[src/design/draw_settings.svh]
`ifndef DRAW_SETTINGS_SVH
`define DRAW_SETTINGS_SVH

////////////////////////////////////////////////////////////////////////////
// Frame buffer geometry
////////////////////////////////////////////////////////////////////////////

// Stored columns and rows
`define FB_WIDTH    160
`define FB_HEIGHT   120

// Screen block side per stored pixel
`define PIXEL_SCALE 4

// Command FIFO words, power of two
`define FIFO_DEPTH  16

////////////////////////////////////////////////////////////////////////////
// VGA 640x480 timing
////////////////////////////////////////////////////////////////////////////

// Horizontal, in pixels
`define H_ACTIVE    640
`define H_FRONT     16
`define H_SYNC      96
`define H_BACK      48

// Vertical, in lines
`define V_ACTIVE    480
`define V_FRONT     10
`define V_SYNC      2
`define V_BACK      33

`endif

[src/design/drawPkg.sv]
package drawPkg;

	// One stored pixel, ordered {R, G, B}
	typedef struct packed
	{
		logic red;
		logic green;
		logic blue;
	} rgbPixel;

	// Head word opcodes in bits 15:14
	typedef enum logic [1:0]
	{
		SPAN  = 2'b00,
		CLEAR = 2'b11
	} cmdOpcode;

	// Command word as it travels through the FIFO
	// Low byte of a SPAN tail word is the end column
	typedef struct packed
	{
		cmdOpcode   opcode;
		logic [3:0] unused;
		rgbPixel    color;
		logic [6:0] row;
	} cmdWord;

	// Linear buffer address, row * 160 + column
	typedef logic [14:0] fbAddr;

	// Write port bundle from the rasterizer
	typedef struct packed
	{
		logic    en;
		fbAddr   addr;
		rgbPixel pixel;
	} fbWrite;

	// Raster position with its sync and blanking levels
	typedef struct packed
	{
		logic       hsync;
		logic       vsync;
		logic       active;
		logic [9:0] x;
		logic [9:0] y;
	} scanPos;

	typedef enum logic [1:0]
	{
		IDLE,
		FETCH_TAIL,
		FILL,
		CLEARING
	} rasterState;

	typedef enum logic [1:0]
	{
		SEND_CLEAR,
		SEND_HEAD,
		SEND_TAIL,
		DONE
	} sourceState;

endpackage

[src/design/patternSource.sv]
`timescale 1ns/1ps
`include "draw_settings.svh"

module patternSource
	import drawPkg::*;
(
	input  logic   clk,
	input  logic   reset,
	input  logic   full,
	output logic   we,
	output cmdWord dataIn
);

	localparam logic [7:0] SpanCount = 8'(2 * `FB_HEIGHT);
	localparam logic [7:0] RowCount = 8'(`FB_HEIGHT);

	sourceState state;
	sourceState nextState;
	logic [7:0] spanIndex;
	logic [7:0] rowIndex;
	logic send;
	cmdWord nextWord;

	// Second pass reuses the rows
	assign rowIndex = (spanIndex >= RowCount) ? spanIndex - RowCount : spanIndex;

	// A new word only after the last one went in, and only with room left
	always_comb
	begin
		nextState = state;
		nextWord = '0;
		send = 1'b0;
		if (!we && !full)
		begin
			case (state)
				SEND_CLEAR:
				begin
					nextWord = '{opcode: CLEAR, unused: '0, color: '0, row: '0};
					send = 1'b1;
					nextState = SEND_HEAD;
				end
				SEND_HEAD:
					if (spanIndex == SpanCount)
						nextState = DONE;
					else
					begin
						// Stripe colour cycles through all eight
						nextWord = '{opcode: SPAN, unused: '0,
							color: rgbPixel'(spanIndex[2:0]), row: rowIndex[6:0]};
						send = 1'b1;
						nextState = SEND_TAIL;
					end
				SEND_TAIL:
				begin
					// Full-width span
					nextWord = cmdWord'(16'(`FB_WIDTH - 1));
					send = 1'b1;
					nextState = SEND_HEAD;
				end
				default:
					nextState = DONE;
			endcase
		end
	end

	always_ff @(posedge clk)
	begin
		if (reset)
		begin
			state <= SEND_CLEAR;
			we <= 1'b0;
			spanIndex <= '0;
		end
		else
		begin
			state <= nextState;
			we <= send;
			if ((state == SEND_TAIL) && send)
				spanIndex <= spanIndex + 1'b1;
		end
	end

	always_ff @(posedge clk)
	begin
		if (send)
			dataIn <= nextWord;
	end

endmodule

[config.mk]
export PLATFORM = sky130hd
export DESIGN_NAME = patternSource
export DESIGN_NICKNAME = d
export VERILOG_FILES = /design/src/design/drawPkg.sv /design/src/design/patternSource.sv
export VERILOG_INCLUDE_DIRS = /design/src /design/src/design
export SDC_FILE = /design/constraint.sdc
export NUM_CORES = 1
export LEC_CHECK = 0
export BUFFER_PORTS_ARGS = -buffer_cell sky130_fd_sc_hd__buf_2
export CORE_UTILIZATION = 28
export DETAILED_ROUTE_END_ITERATION = 6
export GPL_ROUTABILITY_DRIVEN = 0
export SETUP_SLACK_MARGIN = 0.15
export SLEW_MARGIN = 20
export SYNTH_ARGS = -nofsm -noshare
export SYNTH_HDL_FRONTEND = slang
export SYNTH_SLANG_ARGS = --single-unit
[constraint.sdc]
create_clock -name clk -period 3.1 [get_ports clk]
set_input_delay 0.465 -clock clk [delete_from_list [all_inputs] [get_ports clk]]
set_output_delay 0.465 -clock clk [all_outputs]
set_load 0.01 [all_outputs]
==> metrics.md, run 1 <==
| Metric | Value |
|---|---|
| Comb pwr share | `0.074` |
| Post-CTS Resized | `0` |
| FP Rows | `21` |
| Max frequency | `around 490 MHz` |
| Die Y | `63.2 µm` |
| CP Capture Type | `flop` |
| Sequential Power Share | `0.590` |
| Worst path top cell family by delay | `compound AO/OA/AOI/OAI gates` |
| Critical path class | `reg2reg` |
| Worst rel slew slack | `0.455` |
| Layout Nets | `approximately 120` |
| CP required | `2990 ps` |
| Worst r2r src | `spanIndex[0]` |
| Tot GR Track Use | `0.0935` |
| Placed cell count | `around 160` |
| Clock buffer depth | `2` |
| Worst path buffer plus inverter count | `1` |
| Initial antenna violation count | `0` |
| Crit-path cells | `inv_1 -> ha_1 -> nand4bb_1 -> o21bai_1 -> a21oi_1` |
| Worst VDD drop | `185 µV` |
| Critical path startpoint category | `flop` |
| Sw Share | `0.218` |
| Worst-path clk slew | `70 ps` |
| RSZ-0062 raised after global routing | `false` |
| Vias in the first global route | `approximately 670` |
| First-pass GRT wire length | `2.93 mm` |
| Inserted Diodes | `0` |
| Share of cells above drive strength 1 | `0.184` |
| Final period util | `0.661` |
| Synthesized flop and latch total | `21` |
| Final setup viols | `0` |
| CTS Buf Count | `3` |
| Clk pwr share | `0.336` |
| CTS tree | `yes` |
| Ys async rst share | `0` |
| Clk Latency, worst-skew pair | `260 ps` |
| Detailed Place HPWL | `1.25 mm` |
| CP arrival | `1940 ps` |
| IO Pins | `20` |
| Pwr dens | `449 mW/mm²` |
| DR vias/cell | `4.82` |
| Min cycle time layout | `2050 ps` |
| Synth area leader | `edfxtp_1` |
| Placeable Area | `approximately 0.0035 mm²` |
| Synthesized area | `0.00105 mm²` |
| Main synth FF type | `dfxtp_1` |
| Int Pwr | `approximately 0.41 mW` |
| Final Max Slew Viols | `0` |
| Reg2Reg Depth | `5` |
| Initial Utilization | `0.302` |
| # port buffers | `15` |
| Max-Cap Viols | `0` |
| Die width | `63.2 µm` |
| Avg WL per Cell | `11.0 µm` |
| DRT Pass-1 Iters | `4` |
| Hold path startpoint | `reset` |
| Vias | `771` |
| Leakage power | `approximately 0.42 nW` |
| Worst-margin pin slew | `817 ps` |
| Hold_buf cts | `0` |
| Dominant cells by area after synthesis | `edfxtp_1 29%, dfxtp_1 21%, a21oi_1 4.8%, buf_4 4.3%, ha_1 3.6%` |
| Mapped Cells | `106` |
| # DRC | `0` |
| Post-route ant nets | `0` |
| Layout area overhead | `10.7%` |
| Highest cell delay on the worst timing path | `680 ps` |
| Reg-to-reg endpoint | `dataIn[5]` |
| Htree depth | `1` |
| Worst Skew | `1.70 ps` |
| Post-synth EDFFs | `10` |
| Critical-path top delay cell | `a21oi_1` |
| Max Fanout on Critical Path | `10` |
| Root Buffer | `clkbuf_8` |
| Library cells used by synthesis | `37` |
| Final Non-Filler Cells | `160` |
| Post-CTS setup buffer count | `0` |
| Mean Syn Cell Area | `9.89 µm²` |
| Largest net degree at the start of global routing | `19` |
| Final Hold Vio Count | `0` |
| Clock Sinks | `21` |
| Status | `completed` |
| Routed Wire Length | `1.76 mm` |
| Hold path endpoint | `spanIndex[5]` |
| Switching power | `0.113 mW` |
| Worst reg2reg setup slack | `1050 ps` |
| WHS Path Cells | `2` |
| Sequential element share of the synthesized area | `0.496` |
| Synth Warn # | `0` |
| Sum Neg Setup Slack | `0 ps` |
| Grt ovf | `0` |
| Full die area | `about 0.004 mm²` |
| Yosys top cell area share | `0.286` |
| Worst hold path class | `in2reg` |
| Initial drt markers | `30` |
==> worst register-to-register path, stage by stage, from the launching register on <==
cell	delay [ps]
dfxtp_1	380
inv_1	100
ha_1	200
nand4bb_1	190
o21bai_1	130
a21oi_1	680
==> kinds of logic after synthesis <==
| kind of cell | share of synthesized area |
|---|---|
| DFF | 0.496 |
| adders and majority gates | 0.0358 |
| muxes | 0.0191 |
| other | 0.00358 |
| xor gates and xnor gates | 0.00835 |
| AOI/OAI and AO/OA | 0.163 |
| buffers and inverters | 0.0907 |
| and+or+nand+nor | 0.183 |
==> stage by stage <==
stage	power, mW	setup slack (ps)	instance area [µm²]	hold slack, ps	util
floorplan	0.345	1270	1060	513	-
global placement	0.352	1010	1120	549	0.322
detailed placement	0.353	923	1120	571	0.322
CTS	0.524	1020	1160	518	0.335
global route	0.536	853	1160	541	0.335
finish	0.521	1050	1160	512	0.335
==> per-layer routing <==
metal,global-route usage,vias up,share of wire
li1,-,394,-
met1,0.108,352,0.45
met2,0.163,23,0.50
met3,0.0217,2,0.048
met4,0.0426,0,0.0068
met5,0,-,0
==> cell usage in the layout, fill, tap and decap left out, drive strengths merged, types with 2 or more instances in the layout <==
| cell type | netlist | layout |
|---|---|---|
| a21oi | 10 | 10 |
| and2 | 2 | 2 |
| buf | 7 | 15 |
| clkbuf | 7 | 4 |
| conb | 1 | 4 |
| dfxtp | 11 | 11 |
| edfxtp | 10 | 10 |
| ha | 3 | 3 |
| inv | 5 | 5 |
| mux2i | 2 | 2 |
| nand2 | 3 | 3 |
| nand3 | 4 | 4 |
| nor2 | 7 | 7 |
| o21ai | 7 | 7 |
| o31ai | 3 | 3 |
| or3 | 4 | 4 |
| or4 | 2 | 2 |
==> synthesized netlist by cell type, drive strengths merged (2+ instances only) <==
master	instances
dfxtp	11
a21oi	10
edfxtp	10
buf	7
clkbuf	7
nor2	7
o21ai	7
inv	5
nand3	4
or3	4
ha	3
nand2	3
o31ai	3
and2	2
mux2i	2
or4	2
==> final cells by class <==
| type | instances | area [µm²] |
|---|---|---|
| flip-flops and latches | 21 | 520 |
| well taps | 46 | 57.6 |
| fillers | 369 | 2310 |
| inverters | 5 | 18.8 |
| multi-input cells | 69 | 444 |
| clock buffers | 4 | 45.0 |
| repair buffers | 15 | 75.1 |
==> power groups by stage <==
stage | logic [mW] | registers (mW) | clock network, mW
2_1_floorplan | 0.0270 | 0.318 | 0
3_3_place_gp | 0.0384 | 0.313 | 0
3_5_place_dp | 0.0387 | 0.314 | 0
4_1_cts | 0.0389 | 0.308 | 0.177
5_1_grt | 0.0429 | 0.309 | 0.184
6_report | 0.0385 | 0.307 | 0.175
==> worst max-delay path by stage <==
stage                 start      endpoint  slack [ps]  depth (start not counted)
6_report       spanIndex[0]     dataIn[5]        1050                          5
5_1_grt        spanIndex[1]     dataIn[5]         850                          5
4_1_cts        spanIndex[0]     dataIn[5]        1020                          5
3_5_place_dp           full  spanIndex[6]         920                          4
3_3_place_gp           full  spanIndex[6]        1010                          4
2_1_floorplan          full     dataIn[0]        1270                          3
==> state kept, by name, summed over array words and instances (netlist names) <==
name,count
dataIn,10
spanIndex,8
state,2
we,1
No activity file was read; power rests on OpenSTA's default activity.
==> inputs of run 2 (changes only) <==
- ABC_AREA: unset -> 1
- clock period: 3.1 -> 2.13 ns (I/O delays scaled with it)
==> run 2 against run 1 <==
  * Synthesized area is 6.2% higher
  * Cell count is 23% higher
  * Critical path depth is 2 higher
  * Worst hold slack worse by 220 ps
  * Clock-buffer cell count is 1 lower
  * Critical path type unchanged
  * Final area is 7.7% higher
  * Power is 61% higher
==> metrics.md, run 2 <==
| Metric | Value |
|---|---|
| Hold path startpoint | `reset` |
| Worst-path clk slew | `70 ps (about the same)` |
| Max-Cap Viols | `0 (unchanged)` |
| Placeable Area | `0.00374 mm² (+7.9%)` |
| Post-route ant nets | `0 (unchanged)` |
| Library cells used by synthesis | `25 (-32%)` |
| Max Fanout on Critical Path | `10 (unchanged)` |
| Vias in the first global route | `723 (+8.2%)` |
| Reg with most FFs | `dataIn` |
| Dominant cells by area after synthesis | `edfxtp_1 27%, dfxtp_1 20%, nand2_1 7.4%, nor2_1 6.4%, inv_1 6.1%` |
| Most frequent cells after synthesis | `22 x nand2_1, 19 x nor2_1, 18 x inv_1` |
| # fillers | `419 (+14%)` |
| Commonest non-fill, non-tap cell in the layout | `nand2_1` |
| DR vias/cell | `4.36 (-9.5%)` |
| Worst VDD drop | `218 µV (+18%)` |
| CTS Buf Count | `3 (unchanged)` |
| Main synth FF type | `dfxtp_1` |
| # DRC | `0 (unchanged)` |
| Worst reg2reg setup slack | `510 ps (-540 ps)` |
| DRT Pass-1 Iters | `4 (unchanged)` |
| Total power | `0.839 mW (+61%)` |
| Layout Nets | `155 (+28%)` |
| Reg-to-reg endpoint | `dataIn[1]` |
| CP arrival | `1540 ps (-400 ps)` |
| Critical path class | `reg2reg` |
| Hold_buf cts | `0 (unchanged)` |
| Clock Sinks | `21 (unchanged)` |
| Synthesized area | `0.00111 mm² (+6.2%)` |
| Most frequent cells in the layout | `22 x nand2_1, 19 x nor2_1, 18 x inv_1` |
| Root Buffer | `clkbuf_8` |
| Mapped Cells | `133 (+25%)` |
| Post-CTS Resized | `0 (unchanged)` |
| Most frequent cell after synthesis | `nand2_1` |
| Die width | `65.1 µm (+3.0%)` |
| Status | `completed` |
| Clock buffer depth | `2 (unchanged)` |
| Htree depth | `1 (unchanged)` |
| Layout area overhead | `12.2%` |
| Crit-path cells | `inv_1 -> ha_1 -> nand3_1 -> inv_1 -> nand2_1 -> nand2_1 -> nand2_1` |
| Reg2Reg Depth | `7 (+2)` |
| Synth Warn # | `0 (unchanged)` |
| Final Hold Vio Count | `0 (unchanged)` |
| First-pass GRT wire length | `3.21 mm (+9.4%)` |
| Tot GR Track Use | `0.0985 (+0.00496)` |
| Final setup viols | `0 (unchanged)` |
| WHS Path Cells | `2 (unchanged)` |
| Post-Route Hold Slack | `289 ps (-224 ps)` |
| Worst Skew | `2.51 ps (+0.807 ps)` |
| Post-CTS setup buffer count | `0 (unchanged)` |
| Worst hold path class | `in2reg` |
| Mean Syn Cell Area | `8.37 µm² (-15%)` |
| Avg WL per Cell | `9.85 µm (-11%)` |
| Synthesized flop and latch total | `21 (unchanged)` |
| Highest cell delay on the worst timing path | `370 ps (-310 ps)` |
| Hold path endpoint | `spanIndex[5]` |
| WP depth | `7 (+2)` |
| Routed Wire Length | `1.93 mm (+9.5%)` |
| Fin util | `0.334 (-0.000886)` |
| Leakage power | `0.548 nW (+30%)` |
| Final Max Slew Viols | `0 (unchanged)` |
| Ys async rst share | `0 (unchanged)` |
| Worst path top cell family by delay | `simple AND/OR/NAND/NOR gates` |
| Largest registers | `dataIn (10), spanIndex (8), state (2)` |
| Max frequency | `617 MHz (+26%)` |
| CTS tree | `yes` |
| Share of cells above drive strength 1 | `0.189 (+0.00498)` |
| Initial drt markers | `38 (+27%)` |
| Worst r2r src | `spanIndex[0]` |
| Initial antenna violation count | `0 (unchanged)` |
| Largest net degree at the start of global routing | `13 (-6)` |
| Min cycle time layout | `1620 ps (-427 ps)` |
| Critical-path top delay cell | `dfxtp_1` |
| Synth area leader | `edfxtp_1` |
| Clk Latency, worst-skew pair | `260 ps (about the same)` |
| # port buffers | `15 (unchanged)` |
| CP required | `2050 ps (-940 ps)` |
| Max reg flops | `10 (unchanged)` |
| RSZ-0062 raised after global routing | `false` |
| Inserted Diodes | `0 (unchanged)` |
| Grt ovf | `0 (unchanged)` |
| Sequential element share of the synthesized area | `0.467 (-0.0290)` |
| Sum Neg Setup Slack | `0 ps (unchanged)` |
| Final period util | `0.761 (+0.100)` |
| Yosys top cell area share | `0.270 (-0.0167)` |
| CP Capture Type | `flop` |
| FP Rows | `22 (+4.8%)` |
| Pwr dens | `671 mW/mm² (+50%)` |
| Crit-path most repeated cell | `nand2_1` |
| Vias | `855 (+11%)` |
| Die Y | `65.1 µm (+3.0%)` |
| Detailed Place HPWL | `1.46 mm (+16%)` |
| Full die area | `0.00423 mm² (+6.0%)` |
| Initial Utilization | `0.297 (-0.00485)` |
| IO Pins | `20 (unchanged)` |
| Worst path buffer plus inverter count | `2 (+1)` |
| Post-synth EDFFs | `10 (unchanged)` |
| Critical path startpoint category | `flop` |
==> run 2: kinds of logic (layout without fill, tap and decap cells) <==
group	count (synthesis)	count (layout)	synth area share
flip-flops	21	21	0.467
adder cells (fa/ha/maj)	3	3	0.0337
buffers and inverters	26	38	0.119
other	1	4	0.00337
AO/OA/AOI/OAI	22	22	0.109
XOR/XNOR	1	1	0.00787
AND/OR/NAND/NOR	59	59	0.260
==> run 2: through the flow <==
| step | cells | area, µm² | setup WS (ps) |
|---|---|---|---|
| 4_1_cts | 196 | 1250 | 490 |
| 5_1_grt | 196 | 1250 | 338 |
| 3_5_place_dp | 192 | 1200 | 495 |
| 3_3_place_gp | 192 | 1200 | 544 |
| 6_report | 196 | 1250 | 509 |
| 2_1_floorplan | 136 | 1120 | 655 |
==> run 2: worst max path at each step <==
| stage | start | to | slack [ps] |
|---|---|---|---|
| 5_1_grt | spanIndex[0] | dataIn[6] | 340 |
| 4_1_cts | spanIndex[0] | dataIn[0] | 490 |
| 6_report | spanIndex[0] | dataIn[1] | 510 |
| 3_3_place_gp | spanIndex[0] | dataIn[0] | 540 |
| 3_5_place_dp | spanIndex[0] | dataIn[0] | 490 |
| 2_1_floorplan | spanIndex[0] | dataIn[0] | 650 |
==> run 2: layout make-up <==
| type | instances | area (µm²) | share of cell area |
|---|---|---|---|
| multi-input combinational | 89 | 472 | 0.377 |
| tap | 48 | 60.1 | 0.0480 |
| timing repair buffer | 15 | 75.1 | 0.0601 |
| clock buffer | 3 | 41.3 | 0.0330 |
| sequential | 21 | 520 | 0.416 |
| inverter | 19 | 76.3 | 0.0611 |
| clock inverter | 1 | 5.00 | 0.00400 |
==> run 2: where the power goes <==
| group | total, mW | switching, mW | internal (mW) |
|---|---|---|---|
| combinational | 0.110 | 0.0724 | 0.0376 |
| clock | 0.256 | 0.126 | 0.130 |
| sequential | 0.473 | 0.0163 | 0.457 |
| total | 0.839 | 0.214 | 0.625 |
==> run 2: per-layer routing <==
| layer | GRT usage | share of wire |
|---|---|---|
| met5 | 0 | 0 |
| met3 | 0.0106 | 0.047 |
| met2 | 0.158 | 0.43 |
| met4 | 0.0489 | 0.019 |
| met1 | 0.131 | 0.51 |
